$ cat src/sub_pkg.sv
`default_nettype none

package sub_pkg;

  //////////////////////////////////////////////////
  // Geometry
  //////////////////////////////////////////////////

  localparam int WORD_W        = 64;                  // Operand width
  localparam int BLOCK_W       = 4;                   // Bits per lookahead block
  localparam int NUM_BLOCKS    = WORD_W / BLOCK_W;    // 16 blocks
  localparam int PREFIX_LEVELS = $clog2(NUM_BLOCKS);  // Kogge-Stone depth

  // a - b is done as a + ~b + 1
  localparam logic SUB_CARRY_IN = 1'b1;

  //////////////////////////////////////////////////
  // Datapath types
  //////////////////////////////////////////////////

  typedef logic [WORD_W-1:0] word_t;

  typedef struct packed {
    word_t a;                                         // Minuend
    word_t b;                                         // Subtrahend
  } operand_t;

  // Bit level terms of a plus inverted b
  typedef struct packed {
    word_t p;                                         // Propagate
    word_t g;                                         // Generate
  } bit_pg_t;

  typedef struct packed {
    logic [NUM_BLOCKS-1:0] p;                         // One per block
    logic [NUM_BLOCKS-1:0] g;
  } block_pg_t;

  typedef struct packed {
    word_t diff;                                      // a - b mod 2^64
    logic  borrow;                                    // Set when a < b unsigned
  } result_t;

endpackage

`default_nettype wire

$ cat src/sub64_top.sv
`timescale 1ns/1ps
`default_nettype none

module sub64_top
(
  input  logic           clk,
  input  logic           reset,
  input  sub_pkg::word_t x_a,
  input  sub_pkg::word_t x_b,
  output sub_pkg::word_t wx,
  output logic           cout
);

  import sub_pkg::*;

  operand_t              operands;
  bit_pg_t               pg;
  block_pg_t             blocks;
  logic [NUM_BLOCKS-1:0] block_carry;
  logic                  carry_out;
  result_t               result;

  assign operands.a = x_a;
  assign operands.b = x_b;

  sub_operand_stage u_operand_stage
  (
    .clk      (clk),
    .reset    (reset),
    .operands (operands),
    .pg       (pg)
  );

  //////////////////////////////////////////////////
  // One lookahead cell per 4-bit block
  //////////////////////////////////////////////////

  for (genvar blk = 0; blk < NUM_BLOCKS; blk++)
  begin : g_block
    sub_block_lookahead u_lookahead
    (
      .bit_p   (pg.p[blk*BLOCK_W +: BLOCK_W]),
      .bit_g   (pg.g[blk*BLOCK_W +: BLOCK_W]),
      .group_p (blocks.p[blk]),
      .group_g (blocks.g[blk])
    );
  end

  sub_prefix_tree u_prefix_tree
  (
    .blocks      (blocks),
    .block_carry (block_carry),
    .carry_out   (carry_out)
  );

  sub_sum_stage u_sum_stage
  (
    .clk         (clk),
    .reset       (reset),
    .pg          (pg),
    .block_carry (block_carry),
    .carry_out   (carry_out),
    .result      (result)
  );

  assign wx   = result.diff;
  assign cout = result.borrow;                        // Borrow flag

endmodule

`default_nettype wire

$ cat src/sub_block_lookahead.sv
`timescale 1ns/1ps
`default_nettype none

module sub_block_lookahead
(
  input  logic [sub_pkg::BLOCK_W-1:0] bit_p,
  input  logic [sub_pkg::BLOCK_W-1:0] bit_g,
  output logic                        group_p,
  output logic                        group_g
);

  import sub_pkg::*;

  // Whole block passes a carry only if every bit does
  assign group_p = &bit_p;

  //////////////////////////////////////////////////
  // Group generate as a flat lookahead sum
  //////////////////////////////////////////////////

  always_comb
  begin
    logic term;

    group_g = 1'b0;
    for (int i = 0; i < BLOCK_W; i++)
    begin
      term = bit_g[i];                                // Carry born at bit i
      for (int j = i + 1; j < BLOCK_W; j++)
      begin
        term = term & bit_p[j];                       // Must survive bits above
      end
      group_g = group_g | term;
    end
  end

endmodule

`default_nettype wire

$ cat src/sub_operand_stage.sv
`timescale 1ns/1ps
`default_nettype none

module sub_operand_stage
(
  input  logic              clk,
  input  logic              reset,
  input  sub_pkg::operand_t operands,
  output sub_pkg::bit_pg_t  pg
);

  import sub_pkg::*;

  operand_t operands_q;                               // Entry register
  word_t    b_inv;

  //////////////////////////////////////////////////
  // Operand register
  //////////////////////////////////////////////////

  always_ff @(posedge clk)
  begin
    if (reset)
    begin
      operands_q <= '0;
    end
    else
    begin
      operands_q <= operands;                         // New pair every cycle
    end
  end

  //////////////////////////////////////////////////
  // Bit propagate and generate
  //////////////////////////////////////////////////

  // Subtraction as addition of the inverted subtrahend
  assign b_inv = ~operands_q.b;

  assign pg.p = operands_q.a ^ b_inv;                 // Half sum
  assign pg.g = operands_q.a & b_inv;                 // Both ones

  // Unknown operands would poison every later stage
  a_operands_known: assert property (
    @(posedge clk) disable iff (reset)
    !$isunknown(operands_q)
  )
  else
    $error("registered operands carry unknown bits");

endmodule

`default_nettype wire

$ cat src/sub_prefix_tree.sv
`timescale 1ns/1ps
`default_nettype none

module sub_prefix_tree
(
  input  sub_pkg::block_pg_t              blocks,
  output logic [sub_pkg::NUM_BLOCKS-1:0] block_carry,
  output logic                           carry_out
);

  import sub_pkg::*;

  // Level 0 holds the block terms, level PREFIX_LEVELS the full prefixes
  logic [NUM_BLOCKS-1:0] lvl_p [PREFIX_LEVELS+1];
  logic [NUM_BLOCKS-1:0] lvl_g [PREFIX_LEVELS+1];
  logic [NUM_BLOCKS-1:0] prefix_c;                    // Carry out of block i

  //////////////////////////////////////////////////
  // Kogge-Stone network over the blocks
  //////////////////////////////////////////////////

  always_comb
  begin
    lvl_p[0] = blocks.p;
    lvl_g[0] = blocks.g;

    for (int l = 1; l <= PREFIX_LEVELS; l++)
    begin
      for (int i = 0; i < NUM_BLOCKS; i++)
      begin
        if (i >= (1 << (l - 1)))
        begin
          // Merge with the span that ends 2^(l-1) blocks lower
          lvl_g[l][i] = lvl_g[l-1][i] |
                        (lvl_p[l-1][i] & lvl_g[l-1][i - (1 << (l - 1))]);
          lvl_p[l][i] = lvl_p[l-1][i] & lvl_p[l-1][i - (1 << (l - 1))];
        end
        else
        begin
          lvl_g[l][i] = lvl_g[l-1][i];                // Span already reaches bit 0
          lvl_p[l][i] = lvl_p[l-1][i];
        end
      end
    end
  end

  //////////////////////////////////////////////////
  // Fold in the carry-in
  //////////////////////////////////////////////////

  assign prefix_c = lvl_g[PREFIX_LEVELS] |
                    (lvl_p[PREFIX_LEVELS] & {NUM_BLOCKS{SUB_CARRY_IN}});

  // Block 0 sees the +1 directly, block i the carry out of block i-1
  assign block_carry = {prefix_c[NUM_BLOCKS-2:0], SUB_CARRY_IN};
  assign carry_out   = prefix_c[NUM_BLOCKS-1];

endmodule

`default_nettype wire

$ cat src/sub_sum_stage.sv
`timescale 1ns/1ps
`default_nettype none

module sub_sum_stage
(
  input  logic                           clk,
  input  logic                           reset,
  input  sub_pkg::bit_pg_t               pg,
  input  logic [sub_pkg::NUM_BLOCKS-1:0] block_carry,
  input  logic                           carry_out,
  output sub_pkg::result_t               result
);

  import sub_pkg::*;

  word_t                 bit_carry;                   // Carry into each bit
  logic [NUM_BLOCKS-1:0] ripple_c;                    // Carry out of each block ripple
  result_t               result_d;

  //////////////////////////////////////////////////
  // Short ripple inside each block
  //////////////////////////////////////////////////

  always_comb
  begin
    logic carry;

    bit_carry = '0;
    ripple_c  = '0;
    for (int blk = 0; blk < NUM_BLOCKS; blk++)
    begin
      carry = block_carry[blk];                       // From the prefix tree
      for (int k = 0; k < BLOCK_W; k++)
      begin
        bit_carry[blk*BLOCK_W + k] = carry;
        carry = pg.g[blk*BLOCK_W + k] |
                (pg.p[blk*BLOCK_W + k] & carry);
      end
      ripple_c[blk] = carry;
    end
  end

  // No carry out of bit 63 means a < b
  assign result_d.diff   = pg.p ^ bit_carry;
  assign result_d.borrow = ~carry_out;

  //////////////////////////////////////////////////
  // Result register
  //////////////////////////////////////////////////

  always_ff @(posedge clk)
  begin
    if (reset)
    begin
      result <= '0;
    end
    else
    begin
      result <= result_d;                             // Overwritten every cycle
    end
  end

  // Each block ripple lands on the carry the prefix tree gives the next block
  a_carry_chain: assert property (
    @(posedge clk) disable iff (reset)
    ripple_c == {carry_out, block_carry[NUM_BLOCKS-1:1]}
  )
  else
    $error("block ripple disagrees with prefix tree carries");

endmodule

`default_nettype wire

$ cat config.mk
export PLATFORM = sky130hd
export DESIGN_NAME = sub64_top
export DESIGN_NICKNAME = d
export VERILOG_FILES = /design/src/sub_pkg.sv /design/src/sub64_top.sv /design/src/sub_block_lookahead.sv /design/src/sub_operand_stage.sv /design/src/sub_prefix_tree.sv /design/src/sub_sum_stage.sv
export SDC_FILE = /design/constraint.sdc
export NUM_CORES = 1
export LEC_CHECK = 0
export BUFFER_PORTS_ARGS = -buffer_cell sky130_fd_sc_hd__buf_4
export CORE_MARGIN = 2
export CORE_UTILIZATION = 50
export DETAILED_ROUTE_END_ITERATION = 10
export GPL_ROUTABILITY_DRIVEN = 0
export HOLD_SLACK_MARGIN = 0.05
export MAX_ROUTING_LAYER = met4
export PLACE_DENSITY = 0.87
export RECOVER_POWER = 100
export SYNTH_ARGS = -nofsm -noshare
export SYNTH_HDL_FRONTEND = slang
export SYNTH_SLANG_ARGS = --single-unit
$ cat constraint.sdc
create_clock -name clk -period 5.32 [get_ports clk]
set_clock_uncertainty 0.2 [all_clocks]
set_input_delay 1.064 -clock clk [delete_from_list [all_inputs] [get_ports clk]]
set_output_delay 1.064 -clock clk [all_outputs]
set_load 0.02 [all_outputs]
Yosys cells after proc, flatten, opt, wreduce, memory -nomap -nowiden. Index checks and enable logic that the tools add are counted.

Input bits: 130. Output and inout bits: 65. Logic and storage cells: 412. Register bits after elaboration: 193.

Bitwise gates (word level): 392. Reduce and logical (&&, ||, !) cells: 16.

Operators with widths (count): bitwise AND 1 bit (241); bitwise OR 1 bit (145); XOR 64 bit (2); bitwise AND 64 bit (1); inverter 64 bit (1); AND reduction 4 bit (16); bitwise OR 16 bit (1); inverter 1 bit (1).

Depth between registers and ports, before layout. Gate-level depths: netlist of the first run.

Depth in word-level cells: 24. Gate-level depth with buffers: 14. Mapped depth without buffers: 14.

By module. From an unflattened synthesis of the first run, not the netlist that was laid out.

Cell total of the unflattened synthesis: 816. Area, all modules: 8156.6 um^2.

By module, submodules not included: sub_operand_stage (cells an instance 398, sequential area each 2562.5 um^2, times used 1, area an instance 4505.6 um^2); sub_sum_stage (cells an instance 249, sequential area each 1301.2 um^2, times used 1, area an instance 2820.2 um^2); sub_block_lookahead (cells an instance 6, sequential area each 0.0 um^2, times used 16, area an instance 26.3 um^2); sub_prefix_tree (cells an instance 73, sequential area each 0.0 um^2, times used 1, area an instance 410.4 um^2).

Worst setup path after synthesis of the first run. OpenSTA, ideal clock, no wires.

Path kind: register -> register. From: register u_operand_stage.operands_q[42] in the netlist's numbering. To: register u_sum_stage.result[64] (netlist name). Stages on the path, launching flop included: 14. Required time: 4.992 ns. Arrival time: 3.251 ns. Buffers on the path: 0. Clock period less this slack: 3.578 ns. Setup time: 0.128 ns. Slack: 1.742 ns. Cell sequence: dfxtp_1 > inv_1 > ha_1 > nand4_1 > or4_4 > a211oi_2 > or4_1 > nand3_2 > o221a_1 > fa_1 > fa_1 > fa_1 > xor2_1 > nor2_1.

Longest elaborated chain between the ends: 20. Elaborated cells on any way between the ends: 32. Classes of those cells: bitwise: 31; reduce/logical: 1.

Ends and longest elaborated chain: start: declaration (line sub_operand_stage.sv:14) `operand_t operands_q;`; start signal: assignment (line sub_operand_stage.sv:29) `operands_q <= operands;`; inverter 64 bit (*) (line sub_operand_stage.sv:38) `assign b_inv = ~operands_q.b;`; XOR 64 bit (line sub_operand_stage.sv:40) `assign pg.p = operands_q.a ^ b_inv;`; bitwise AND 1 bit (2 in a row) (line sub_block_lookahead.sv:31) `term = term & bit_p[j];`; bitwise OR 1 bit (3 in a row) (line sub_block_lookahead.sv:33) `group_g = group_g | term;`; bitwise OR 1 bit (2 in a row) (line sub_prefix_tree.sv:34) `lvl_g[l][i] = lvl_g[l-1][i] |`; bitwise AND 1 bit (line sub_prefix_tree.sv:35) `(lvl_p[l-1][i] & lvl_g[l-1][i - (1 << (l - 1))]);`; bitwise OR 1 bit (2 in a row) (line sub_prefix_tree.sv:34); bitwise OR 16 bit (*) (line sub_prefix_tree.sv:51) `assign prefix_c = lvl_g[PREFIX_LEVELS] |`; bitwise AND 1 bit (*) (line sub_sum_stage.sv:37) `(pg.p[blk*BLOCK_W + k] & carry);`; bitwise OR 1 bit (*) (line sub_sum_stage.sv:36) `carry = pg.g[blk*BLOCK_W + k] |`; bitwise AND 1 bit (*) (line sub_sum_stage.sv:37); bitwise OR 1 bit (*) (line sub_sum_stage.sv:36); bitwise AND 1 bit (*) (line sub_sum_stage.sv:37); bitwise OR 1 bit (*) (line sub_sum_stage.sv:36); XOR 64 bit (*) (line sub_sum_stage.sv:44) `assign result_d.diff = pg.p ^ bit_carry;`.

Mark *: on every way between the ends. The rest lies on a longest branch, timed or not. A chain may end at the register's enable or synchronous reset.

Final worst setup path of the first run.
From: register u_operand_stage.operands_q[37] in the netlist's numbering. To: register u_sum_stage.result[64] (netlist name).

Longest elaborated chain between the ends: 22. Elaborated cells on any way between the ends: 32. Classes of those cells: bitwise: 31; reduce/logical: 1.

Ends and longest elaborated chain (line): inverter 64 bit (*) (sub_operand_stage.sv:38); XOR 64 bit (sub_operand_stage.sv:40); bitwise AND 1 bit (3 in a row) (sub_block_lookahead.sv:31); bitwise OR 1 bit (3 in a row) (sub_block_lookahead.sv:33); bitwise AND 1 bit (sub_prefix_tree.sv:35); bitwise OR 1 bit (2 in a row) (sub_prefix_tree.sv:34); bitwise AND 1 bit (sub_prefix_tree.sv:35); bitwise OR 1 bit (2 in a row) (sub_prefix_tree.sv:34); bitwise OR 16 bit (*) (sub_prefix_tree.sv:51); bitwise AND 1 bit (*) (sub_sum_stage.sv:37); bitwise OR 1 bit (*) (sub_sum_stage.sv:36); bitwise AND 1 bit (*) (sub_sum_stage.sv:37); bitwise OR 1 bit (*) (sub_sum_stage.sv:36); bitwise AND 1 bit (*) (sub_sum_stage.sv:37); bitwise OR 1 bit (*) (sub_sum_stage.sv:36); XOR 64 bit (*) (sub_sum_stage.sv:44).

Marked as above.

==> results of run 1 <==
==> worst max-delay path, stage by stage, from the launching register on <==
cell	delay, ns
dfxtp_1	0.37
inv_1	0.06
ha_1	0.30
nand4_1	0.22
or4_1	0.61
a211oi_1	0.26
or4_1	0.18
nand3_1	0.15
o221a_1	0.28
fa_1	0.39
fa_1	0.40
fa_1	0.39
xor2_1	0.14
nor2_1	0.05
==> metrics by stage <==
| stage | area, µm² | instances | worst slack [ns] |
|---|---|---|---|
| detailed placement | 9770 | 1165 | 1.34 |
| CTS | 10400 | 1196 | 1.32 |
| finish | 10100 | 1196 | 1.07 |
| global placement | 9770 | 1165 | 1.47 |
| global route | 10100 | 1196 | 0.855 |
| floorplan | 8110 | 775 | 1.74 |
==> metal layers <==
metal  vias to the layer above  share of wire
met2                       164           0.50
met4                         0          0.053
met3                        63          0.052
li1                       2806              -
met5                         -              0
met1                      2602           0.39
==> synth_stat cells, types with 2 or more instances <==
| cell type | count |
|---|---|
| nand2_1 | 12 |
| ha_1 | 65 |
| and4_1 | 3 |
| fa_1 | 47 |
| nor3_1 | 2 |
| o31a_1 | 2 |
| and2b_1 | 2 |
| a31oi_1 | 2 |
| nand4_1 | 11 |
| nor2b_1 | 129 |
| a21oi_1 | 29 |
| a211oi_2 | 3 |
| buf_1 | 5 |
| clkbuf_1 | 16 |
| nor2_1 | 69 |
| inv_1 | 119 |
| o21a_1 | 2 |
| a21o_1 | 11 |
| xor2_1 | 16 |
| o21ai_1 | 4 |
| o21ai_0 | 5 |
| a211oi_1 | 2 |
| nand3_1 | 5 |
| dfxtp_1 | 193 |
==> cells by family after synthesis <==
| kind of cell | after synthesis | share of synthesized area |
|---|---|---|
| AO/OA/AOI/OAI | 72 | 0.0603 |
| buffers and inverters | 140 | 0.0648 |
| adder cells (fa/ha/maj) | 112 | 0.216 |
| flip-flops | 193 | 0.476 |
| XOR/XNOR | 16 | 0.0173 |
| AND/OR/NAND/NOR | 242 | 0.165 |
==> how the worst min path moves through the flow <==
| stage | to | slack, ns | depth (start not counted) |
|---|---|---|---|
| 3_5_place_dp | u_sum_stage.result[1] | 0.37 | 2 |
| 5_1_grt | u_sum_stage.result[1] | 0.41 | 2 |
| 4_1_cts | u_sum_stage.result[1] | 0.38 | 2 |
| 3_3_place_gp | u_sum_stage.result[1] | 0.36 | 2 |
| 6_report | u_sum_stage.result[1] | 0.38 | 2 |
| 2_1_floorplan | u_sum_stage.result[1] | 0.33 | 2 |
==> power breakdown <==
group	total (mW)	leakage, nW	switching [mW]	internal, mW
registers	1.63	1.61	0.0541	1.58
logic	0.654	2.65	0.375	0.279
clock network	1.37	0.309	0.539	0.831
==> layout make-up <==
class / instances / area [µm²]
flip-flops and latches: 193 / 3860
clock inverters: 14 / 215
fillers: 1334 / 5750
inverters: 119 / 447
well taps: 216 / 270
clock buffers: 17 / 425
repair buffers: 195 / 1210
multi-input cells: 442 / 3690
==> flip-flops by register name, indices dropped and copies added, names as in the netlist <==
| register | cells |
|---|---|
| u_sum_stage.result | 65 |
| u_operand_stage.operands_q | 128 |
==> Implementation_results.wiki, run 1 <==
{| class="wikitable"
! Metric !! Value
|-
| Run status || complete, but fails checks
|-
| Violations in the final reports || capacitance limit, slew limit
|-
| Peak ir drop on the vdd network || 0.000224 V
|-
| Net count of the finished layout || 1210
|-
| Maximum number of pins on one net before global-route repair || 154
|-
| Endpoint of the most critical register-to-register path || u_sum_stage.result[64]
|-
| Least-Margin Pin Slew || 2.90 ns
|-
| Overall routed net length || 16600 µm
|-
| Post-layout minimum cycle time || 4.25 ns
|-
| Total GRT Usage || 0.204
|-
| DR DRC count || 0
|-
| Largest fanout on the critical path || 4
|-
| Vias in the first global route || 6051
|-
| Number of diodes || 0
|-
| Register clock-pin slew on the reported worst setup and hold paths || 0.07 ns
|-
| Core area || 15900 µm²
|-
| Arrival time at the worst endpoint || 4.24 ns
|-
| Timing-limited maximum frequency || 236 MHz
|-
| RR Startpoint || u_operand_stage.operands_q[37]
|-
| Met3 demand-to-capacity share in global routing || 0.0536
|-
| Final hold violations || 0
|-
| Unrepaired setup endpoints after global routing || false
|-
| Launch point of the worst path || u_operand_stage.operands_q[37]
|-
| Horizontal die dimension || 131 µm
|-
| Synthesized cell area || 8110 µm²
|-
| Flop and latch count out of synthesis || 193
|-
| Post-Route Utilization || 0.638
|-
| Yosys top cell area share || 0.476
|-
| Final number of max-transition violations || 154
|-
| Met2 usage || 0.356
|-
| Critical path endpoint category || flip-flop
|-
| Worst setup slack for register-to-register paths || 1.07 ns
|-
| Critical Path RT || 5.32 ns
|-
| Number of distinct library cell variants in the gate-level netlist after synthesis || 45
|-
| Power density over the cells || 361 nW/µm²
|-
| Sequential area share after synthesis || 0.476
|-
| Top post-synthesis cells by area || dfxtp_1, fa_1, ha_1
|-
| Depth of the most critical reg-to-reg path || 13
|-
| Final Setup Violations || 0
|-
| Commonest register cell after synthesis || dfxtp_1
|-
| Grt total ovfl || 0
|-
| Number of synthesis warnings || 0
|-
| Worst Hold Slack || 0.385 ns
|-
| Most used cells in the layout excluding fill and tap cells || dfxtp_1, nor2b_1, buf_4, inv_1, nor2_1
|-
| Pre-antenna DRT Iters || 4
|-
| Later-pin clock latency in the skew report || 0.42 ns
|-
| Vias per Instance || 4.71
|-
| Core Rows || 46
|-
| Starting utilization of the core area || 0.511
|-
| Share of post-route cells with drive strength above 1 || 0.172
|-
| Most common library cell in the layout ignoring fill and taps || dfxtp_1
|-
| Antenna violations before repair || 0
|-
| Min-delay src || u_operand_stage.operands_q[64]
|-
| Area added between synthesis and finish || 24.9%
|-
| Count of instances resized after the clock tree is built || 0
|-
| Setup total negative slack || 0 ns
|-
| Root Buffer Master || clkbuf_16
|-
| Vias || 5635
|-
| Biggest area consumer among synthesized cells || dfxtp_1
|-
| Post-synth ARST share || 0
|-
| Global Route met1 Usage || 0.206
|-
| Clock sink count || 193
|-
| CP endpoint || u_sum_stage.result[64]
|-
| Number of port buffers || 194
|-
| Synthesized instance count || 775
|-
| Worst setup SP type || flip-flop
|-
| TritonCTS clock tree || built
|-
| Drt first-iter violations || 196
|-
| Number of buffers added by the clock tree synthesis step || 17
|-
| Die extent in y || 131 µm
|-
| Number of nets still failing antenna checks after routing || 0
|-
| Total power consumption of the routed design || 3.65 mW
|-
| Busiest grt layer || met2
|-
| Buffers from clock root to sink, at most || 2
|-
| Number of max-cap violations || 1
|-
| Leakage power summed over all cells || 4.57 nW
|-
| Kind of critical path || flip-flop to flip-flop
|-
| First-pass GRT wire length || 27000 µm
|-
| Die Outline Area || 17300 µm²
|-
| Number of enable-type register cells in the synthesized netlist || 0
|-
| Routed wirelength normalized by instance count || 13.9 µm
|-
| Worst hold path class || flip-flop to flip-flop
|-
| Detail Placement HPWL || 12700 µm
|-
| Final cycle utilization of the critical path || 0.798
|-
| Level count of the clock H-tree || 4
|-
| Number of placed I/O pins || 195
|-
| CTS Hold Buffers Added || 0
|-
| Number of nets produced by synthesis || 1017
|-
| Headroom to the max-slew limit || -0.934
|-
| Total setup buffers inserted after CTS || 0
|-
| Synthesized area per cell || 10.5 µm²
|}
Power figures use the tool's default switching activity.
==> inputs of run 2 (changes only) <==
--- a/config.mk
+++ b/config.mk
@@ -5,6 +5,7 @@
 export SDC_FILE = /design/constraint.sdc
 export NUM_CORES = 1
 export LEC_CHECK = 0
+export ABC_AREA = 1
 export BUFFER_PORTS_ARGS = -buffer_cell sky130_fd_sc_hd__buf_4
 export CORE_MARGIN = 2
 export CORE_UTILIZATION = 50
@@ -12,7 +13,7 @@
 export GPL_ROUTABILITY_DRIVEN = 0
 export HOLD_SLACK_MARGIN = 0.05
 export MAX_ROUTING_LAYER = met4
-export PLACE_DENSITY = 0.87
+export PLACE_DENSITY = 0.86
 export RECOVER_POWER = 100
 export SYNTH_ARGS = -nofsm -noshare
 export SYNTH_HDL_FRONTEND = slang
==> constraint.sdc (replaced) <==
create_clock -name clk -period 4.4 [get_ports clk]
set_clock_uncertainty 0.2 [all_clocks]
set_input_delay 0.88 -clock clk [delete_from_list [all_inputs] [get_ports clk]]
set_output_delay 0.88 -clock clk [all_outputs]
set_load 0.02 [all_outputs]
==> Implementation_results.wiki, run 2 <==
{| class="wikitable"
! Metric !! Value
|-
| Post-synth ARST share || 0 (unchanged)
|-
| Number of buffers added by the clock tree synthesis step || 17 (unchanged)
|-
| Root Buffer Master || clkbuf_16
|-
| Largest fanout on the critical path || 3 (-1)
|-
| Number of diodes || 0 (unchanged)
|-
| Most frequent cells after synthesis || inv_1, nor2_1, dfxtp_1
|-
| Vias per Instance || 4.35 (-7.8%)
|-
| Peak ir drop on the vdd network || 0.000267 V (+19%)
|-
| Critical path endpoint category || flip-flop
|-
| Worst setup SP type || flip-flop
|-
| Most common library cell in the layout ignoring fill and taps || inv_1
|-
| Commonest register cell after synthesis || dfxtp_1
|-
| Critical path, cell by cell || inv_1 -> ha_1 -> nand2_1 -> nor2_1 -> nand2_1 -> nor2_1 -> nand2_1 -> nand3_1 -> nand2_1 -> nand2_1 -> nand2_1 -> fa_1 -> fa_1 -> fa_1 -> xor2_1 -> nor2_1
|-
| Pre-CTS WS || 0.993 ns (-0.350 ns)
|-
| Setup WS post-layout || 0.706 ns (-0.369 ns)
|-
| Routed wirelength normalized by instance count || 11.8 µm (-15%)
|-
| Setup total negative slack || 0 ns (unchanged)
|-
| Top post-synthesis cells by area || dfxtp_1, inv_1, fa_1
|-
| Detail Placement HPWL || 14000 µm (+11%)
|-
| Multi-input gate area || 3690 µm² (about the same)
|-
| Total power consumption of the routed design || 4.26 mW (+17%)
|-
| Final cycle utilization of the critical path || 0.840 (+0.0416)
|-
| Sw Share || 0.291 (+0.0262)
|-
| Number of non-filler instances in the completed layout || 1517 (+27%)
|-
| Overall routed net length || 17900 µm (+8.0%)
|-
| Number of max-cap violations || 1 (unchanged)
|-
| Share of post-route cells with drive strength above 1 || 0.152 (-0.0200)
|-
| Final number of max-transition violations || 131 (-15%)
|-
| Timing-limited maximum frequency || 271 MHz (+15%)
|-
| Buffers from clock root to sink, at most || 2 (unchanged)
|-
| Pre-antenna DRT Iters || 4 (unchanged)
|-
| Top reg by flops || u_operand_stage.operands_q
|-
| Yosys top cell area share || 0.436 (-0.0401)
|-
| Total setup buffers inserted after CTS || 0 (unchanged)
|-
| Number of enable-type register cells in the synthesized netlist || 0 (unchanged)
|-
| Clock sink count || 193 (unchanged)
|-
| Count of instances resized after the clock tree is built || 0 (unchanged)
|-
| Horizontal die dimension || 137 µm (+4.4%)
|-
| Total of fill cells in the finished design || 1484 (+11%)
|-
| Number of synthesis warnings || 0 (unchanged)
|-
| Worst hold path class || flip-flop to flip-flop
|-
| Final hold violations || 0 (unchanged)
|-
| Violations in the final reports || capacitance limit, slew limit
|-
| Vias || 6592 (+17%)
|-
| Drt first-iter violations || 231 (+18%)
|-
| TritonCTS clock tree || built
|-
| Kind of critical path || flip-flop to flip-flop
|-
| Switching component of the power || 1.24 mW (+28%)
|-
| Sequential area share after synthesis || 0.436 (-0.0401)
|-
| Most used cells in the layout excluding fill and tap cells || inv_1, nor2_1, dfxtp_1, nand2_1, buf_4
|-
| Arrival time at the worst endpoint || 3.70 ns (-0.54 ns)
|-
| Largest registers || u_operand_stage.operands_q: 128 flops, u_sum_stage.result: 65 flops
|-
| Leakage power summed over all cells || 5.71 nW (+25%)
|-
| Net count of the finished layout || 1522 (+26%)
|-
| Core area || 17300 µm² (+8.9%)
|-
| Run status || complete, but fails checks
|-
| Die Outline Area || 18800 µm² (+8.9%)
|-
| Register clock-pin slew on the reported worst setup and hold paths || 0.07 ns (about the same)
|-
| Least-Margin Pin Slew || 2.50 ns (-0.398 ns)
|-
| Most frequently used cell type in the post-synthesis netlist || inv_1
|-
| Later-pin clock latency in the skew report || 0.43 ns (about the same)
|-
| Slowest CP cell || fa_1
|-
| Number of port buffers || 194 (unchanged)
|-
| Area taken by flip-flops and latches || 3860 µm² (unchanged)
|-
| Dominant cell type by count on the critical path || nand2_1
|-
| Number of placed I/O pins || 195 (unchanged)
|-
| Core Rows || 48 (+4.3%)
|-
| Combinational cell fraction of total power || 0.200 (+0.021)
|-
| Clock power frac || 0.338 (-0.037)
|-
| Biggest area consumer among synthesized cells || dfxtp_1
|-
| Antenna violations before repair || 0 (unchanged)
|-
| Pint || 3.02 mW (+12%)
|-
| Flop and latch count out of synthesis || 193 (unchanged)
|-
| Number of distinct library cell variants in the gate-level netlist after synthesis || 25 (-44%)
|-
| Number of flip-flops in the largest register || 128 (unchanged)
|-
| Headroom to the max-slew limit || -0.668 (+0.266)
|-
| Total GRT Usage || 0.208 (+0.00342)
|-
| Maximum number of pins on one net before global-route repair || 131 (-15%)
|-
| Register share of total power || 0.462 (+0.016)
|-
| DP Cell Count || 1486 (+28%)
|-
| CTS Hold Buffers Added || 0 (unchanged)
|-
| Area added between synthesis and finish || 21.6%
|-
| Synthesized instance count || 1086 (+40%)
|-
| DR DRC count || 0 (unchanged)
|-
| Grt total ovfl || 0 (unchanged)
|-
| Number of nets still failing antenna checks after routing || 0 (unchanged)
|-
| Level count of the clock H-tree || 4 (unchanged)
|-
| Number of nets produced by synthesis || 1328 (+31%)
|-
| Synthesized cell area || 8860 µm² (+9.2%)
|-
| Synthesized area per cell || 8.16 µm² (-22%)
|-
| Critical Path RT || 4.40 ns (-0.92 ns)
|-
| Unrepaired setup endpoints after global routing || false
|-
| Vias in the first global route || 6621 (+9.4%)
|-
| Starting utilization of the core area || 0.512 (+0.00144)
|-
| Final Setup Violations || 0 (unchanged)
|-
| First-pass GRT wire length || 29300 µm (+8.4%)
|-
| Worst path max stage delay || 0.41 ns (-0.20 ns)
|-
| Post-layout minimum cycle time || 3.69 ns (-0.551 ns)
|-
| Die extent in y || 137 µm (+4.4%)
|-
| Power density over the cells || 396 nW/µm² (+9.7%)
|}
run 2: power groups by stage:
stage	Clock [mW]	Combinational (mW)	Sequential (mW)
final	1.44	0.851	1.97
after global routing	1.54	0.967	1.98
after CTS	1.47	0.947	1.97
after detailed placement	0	0.937	2.01
after global placement	0	0.909	2.01
after floorplan	0	0.455	2.12
run 2: layer usage:
layer  up-vias  GRT usage  wire length, µm
met2       148      0.362             9280
met3        24     0.0356              826
li1       3456          -                -
met4         0     0.0830              387
met1      2964      0.237             7440
met5         -          -                0
run 2: through the flow:
step	instance area, µm²	util	hold slack [ns]
2_1_floorplan	8860	-	0.325
3_3_place_gp	10500	0.609	0.361
3_5_place_dp	10500	0.609	0.383
4_1_cts	11100	0.641	0.392
5_1_grt	10800	0.623	0.432
6_report	10800	0.623	0.385
run 2: kinds of logic after synthesis:
logic type | count (synthesis) | share of synthesized area
adders and majority gates | 112 | 0.198
AOI/OAI and AO/OA | 14 | 0.00975
DFF | 193 | 0.436
and+or+nand+nor | 418 | 0.199
buffers and inverters | 333 | 0.141
xor gates and xnor gates | 16 | 0.0158
run 2: critical path, delay by kind of cell (launching register included):
kind	cells	cell delay (ns)
XOR/XNOR	1	0.17
buffers and inverters	1	0.07
adder cells (fa/ha/maj)	4	1.49
flip-flops	1	0.38
AND/OR/NAND/NOR	10	1.17
run 2: cell type report:
type | instances | share of cell area
Sequential cell | 193 | 0.359
Inverter | 312 | 0.109
Timing Repair Buffer | 196 | 0.113
Clock inverter | 12 | 0.0102
Multi-Input combinational cell | 560 | 0.343
Tap cell | 225 | 0.0261
Clock buffer | 19 | 0.0402
run 2: final timing paths:
kind                                                      from                endpoint  slack, ns  depth (start not counted)
worst max-delay path            u_operand_stage.operands_q[13]  u_sum_stage.result[60]       0.71                         16
worst min-delay path            u_operand_stage.operands_q[64]   u_sum_stage.result[1]       0.38                          2
worst max register to register  u_operand_stage.operands_q[13]  u_sum_stage.result[60]       0.71                         16
worst min register to register  u_operand_stage.operands_q[64]   u_sum_stage.result[1]       0.38                          2
==> inputs of run 3 (changes only) <==
--- a/config.mk
+++ b/config.mk
@@ -8,12 +8,12 @@
 export ABC_AREA = 1
 export BUFFER_PORTS_ARGS = -buffer_cell sky130_fd_sc_hd__buf_4
 export CORE_MARGIN = 2
-export CORE_UTILIZATION = 50
+export CORE_UTILIZATION = 49
 export DETAILED_ROUTE_END_ITERATION = 10
 export GPL_ROUTABILITY_DRIVEN = 0
 export HOLD_SLACK_MARGIN = 0.05
 export MAX_ROUTING_LAYER = met4
-export PLACE_DENSITY = 0.86
+export PLACE_DENSITY = 0.88
 export RECOVER_POWER = 100
 export SYNTH_ARGS = -nofsm -noshare
 export SYNTH_HDL_FRONTEND = slang
==> constraint.sdc (replaced) <==
create_clock -name clk -period 3 [get_ports clk]
set_clock_uncertainty 0.2 [all_clocks]
set_input_delay 0.6 -clock clk [delete_from_list [all_inputs] [get_ports clk]]
set_output_delay 0.6 -clock clk [all_outputs]
set_load 0.02 [all_outputs]
==> Implementation_results.wiki, run 3 (synthesis results as in run 2) <==
{| class="wikitable"
! Metric !! Value
|-
| Critical Path RT || 3.12 ns (-1.28 ns)
|-
| Clock power frac || 0.327 (-0.011)
|-
| Core Rows || 49 (+2.1%)
|-
| Number of nets still failing antenna checks after routing || 0 (unchanged)
|-
| TritonCTS clock tree || built
|-
| Die extent in y || 138 µm (+0.98%)
|-
| Combinational cell fraction of total power || 0.250 (+0.050)
|-
| Final cycle utilization of the critical path || 1.07 (+0.234)
|-
| Power density over the cells || 545 nW/µm² (+38%)
|-
| First-pass GRT wire length || 33600 µm (+15%)
|-
| Antenna violations before repair || 0 (unchanged)
|-
| Detail Placement HPWL || 15200 µm (+8.4%)
|-
| Vias in the first global route || 7547 (+14%)
|-
| Fin area || 12600 µm² (+17%)
|-
| Number of diodes || 0 (unchanged)
|-
| Clock sink count || 193 (unchanged)
|-
| Total GRT Usage || 0.225 (+0.0174)
|-
| Arrival time at the worst endpoint || 3.34 ns (-0.36 ns)
|-
| Vias per Instance || 4.48 (+3.0%)
|-
| Number of placed I/O pins || 195 (unchanged)
|-
| Maximum number of pins on one net before global-route repair || 59 (-55%)
|-
| Overall routed net length || 21300 µm (+19%)
|-
| Leakage power summed over all cells || 6.49 nW (+14%)
|-
| Number of max-cap violations || 0 (-1)
|-
| Top reg by flops || u_operand_stage.operands_q
|-
| Net count of the finished layout || 1609 (+5.7%)
|-
| Register share of total power || 0.424 (-0.038)
|-
| Number of flip-flops in the largest register || 128 (unchanged)
|-
| Grt total ovfl || 0 (unchanged)
|-
| Starting utilization of the core area || 0.497 (-0.0156)
|-
| Number of buffers added by the clock tree synthesis step || 17 (unchanged)
|-
| Core area || 17800 µm² (+3.1%)
|-
| Drt first-iter violations || 213 (-7.8%)
|-
| Timing-limited maximum frequency || 310 MHz (+15%)
|-
| Post-layout minimum cycle time || 3.22 ns (-0.473 ns)
|-
| Vias || 7197 (+9.2%)
|-
| Horizontal die dimension || 138 µm (+0.98%)
|-
| Run status || complete, but fails checks
|-
| Worst setup SP type || flip-flop
|-
| Post-placement cell area || 11100 µm² (+5.7%)
|-
| Unrepaired setup endpoints after global routing || true
|-
| Kind of critical path || flip-flop to flip-flop
|-
| Pint || 4.87 mW (+61%)
|-
| Later-pin clock latency in the skew report || 0.44 ns (about the same)
|-
| Most used cells in the layout excluding fill and tap cells || inv_1, buf_4, nor2_1, dfxtp_1, nand2_1
|-
| Peak ir drop on the vdd network || 0.000487 V (+83%)
|-
| Headroom to the max-slew limit || 0.704 (+1.37)
|-
| Critical path endpoint category || flip-flop
|-
| Final number of max-transition violations || 0 (-100%)
|-
| Largest registers || u_operand_stage.operands_q: 128 flops, u_sum_stage.result: 65 flops
|-
| DR DRC count || 0 (unchanged)
|-
| Sw Share || 0.292 (+0.00108)
|-
| Setup WS post-layout || -0.221 ns (-0.927 ns)
|-
| Root Buffer Master || clkbuf_16
|-
| Final hold violations || 0 (unchanged)
|-
| Pre-antenna DRT Iters || 4 (unchanged)
|-
| Setup total negative slack || -1.59 ns (-1.59 ns)
|-
| Largest fanout on the critical path || 3 (unchanged)
|-
| Die Outline Area || 19200 µm² (+2.0%)
|-
| Worst hold path class || input port to flip-flop
|-
| Number of port buffers || 194 (unchanged)
|-
| Register clock-pin slew on the reported worst setup and hold paths || 0.07 ns (about the same)
|-
| Violations in the final reports || setup timing
|-
| Least-Margin Pin Slew || 0.444 ns (-2.06 ns)
|-
| Depth of the most critical reg-to-reg path || 16 (unchanged)
|-
| Routed wirelength normalized by instance count || 13.3 µm (+12%)
|-
| Switching component of the power || 2.01 mW (+62%)
|-
| RR Startpoint || u_operand_stage.operands_q[11]
|-
| Launch point of the worst path || u_operand_stage.operands_q[11]
|-
| Share of post-route cells with drive strength above 1 || 0.395 (+0.243)
|-
| Final Setup Violations || 19 (+19)
|-
| Area added between synthesis and finish || 42.3%
|-
| CP endpoint || u_sum_stage.result[27]
|-
| Buffers from clock root to sink, at most || 2 (unchanged)
|-
| Level count of the clock H-tree || 4 (unchanged)
|-
| CTS Hold Buffers Added || 0 (unchanged)
|-
| Worst setup slack for register-to-register paths || -0.22 ns (-0.93 ns)
|-
| Endpoint of the most critical register-to-register path || u_sum_stage.result[27]
|}
==> run 3: changes by cell type in the layout (fill, tap and decap cells not counted), moves of 25 or more <==
cell | before | now
buf_4 | 128 | 276
fa_1 | 47 | 7
fa_2 | 0 | 40
dfxtp_1 | 193 | 159
dfxtp_2 | 0 | 34
nand2_1 | 138 | 105
inv_1 | 301 | 276
nand2_2 | 11 | 36
clkbuf_1 | 67 | 1
ha_1 | 65 | 36
ha_4 | 0 | 29
inv_2 | 9 | 34
==> run 3: through the flow <==
stage | setup WS (ns) | total power, mW | hold WS [ns] | util | instances
2_1_floorplan | 0.0174 | 3.77 | 0.325 | - | 1086
3_3_place_gp | -0.271 | 4.39 | 0.347 | 0.625 | 1564
3_5_place_dp | -0.350 | 4.46 | 0.377 | 0.625 | 1564
4_1_cts | -0.128 | 6.81 | 0.149 | 0.689 | 1604
5_1_grt | -0.299 | 7.19 | 0.158 | 0.706 | 1608
6_report | -0.221 | 6.87 | 0.162 | 0.706 | 1608
==> run 3: metal layers <==
metal	wire (µm)	vias to the layer above	GRT usage
li1	-	3624	-
met1	8200	3351	0.232
met2	11700	175	0.419
met3	839	47	0.0454
met4	620	0	0.0875
met5	0	-	-
==> run 3: timing repair <==
action | CTS | global route
pin swaps | 35 | 37
gates resized for setup | 121 | 85
gates cloned | 0 | 0
endpoints found under the setup margin | 28 | 29
setup buffers | 9 | 4
endpoints found under the hold margin | 0 | 0
==> run 3: power by group through the flow <==
| stage | combinational, mW | sequential, mW | clock (mW) |
|---|---|---|---|
| 6_report | 1.72 | 2.91 | 2.25 |
| 5_1_grt | 1.89 | 2.93 | 2.37 |
| 4_1_cts | 1.63 | 2.90 | 2.27 |
| 3_5_place_dp | 1.51 | 2.95 | 0 |
| 3_3_place_gp | 1.45 | 2.94 | 0 |
| 2_1_floorplan | 0.669 | 3.10 | 0 |
==> run 3: worst min-delay path by stage <==
stage                                         startpoint                              to  slack, ns  depth (start not counted)
final                                            x_a[13]  u_operand_stage.operands_q[77]       0.16                          3
after global routing                             x_b[55]  u_operand_stage.operands_q[55]       0.16                          3
after CTS                                         x_a[6]  u_operand_stage.operands_q[70]       0.15                          3
after floorplan           u_operand_stage.operands_q[64]           u_sum_stage.result[1]       0.32                          2
after detailed placement  u_operand_stage.operands_q[64]           u_sum_stage.result[1]       0.38                          2
after global placement    u_operand_stage.operands_q[64]           u_sum_stage.result[1]       0.35                          2
==> run 3: area by class of cell <==
| cell class | count | area (µm²) |
|---|---|---|
| clock buffers | 19 | 443 |
| clock inverters | 12 | 135 |
| fillers | 1211 | 5240 |
| multi-input cells | 560 | 4480 |
| inverters | 312 | 1170 |
| well taps | 229 | 287 |
| flip-flops and latches | 193 | 3910 |
| repair buffers | 283 | 2180 |
==> run 3: worst max-delay path: stages (launching register included) <==
cell and delay (ns):
dfxtp_2 0.34, inv_2 0.05, ha_4 0.28, nand2_4 0.07, inv_1 0.08, nand2_2 0.05, nand2_2 0.08, nand2_1 0.05
nand2_1 0.11, nand2_2 0.09, nand3_4 0.11, buf_12 0.10, inv_2 0.03, fa_2 0.41, fa_2 0.42, fa_2 0.59
nor2_2 0.04
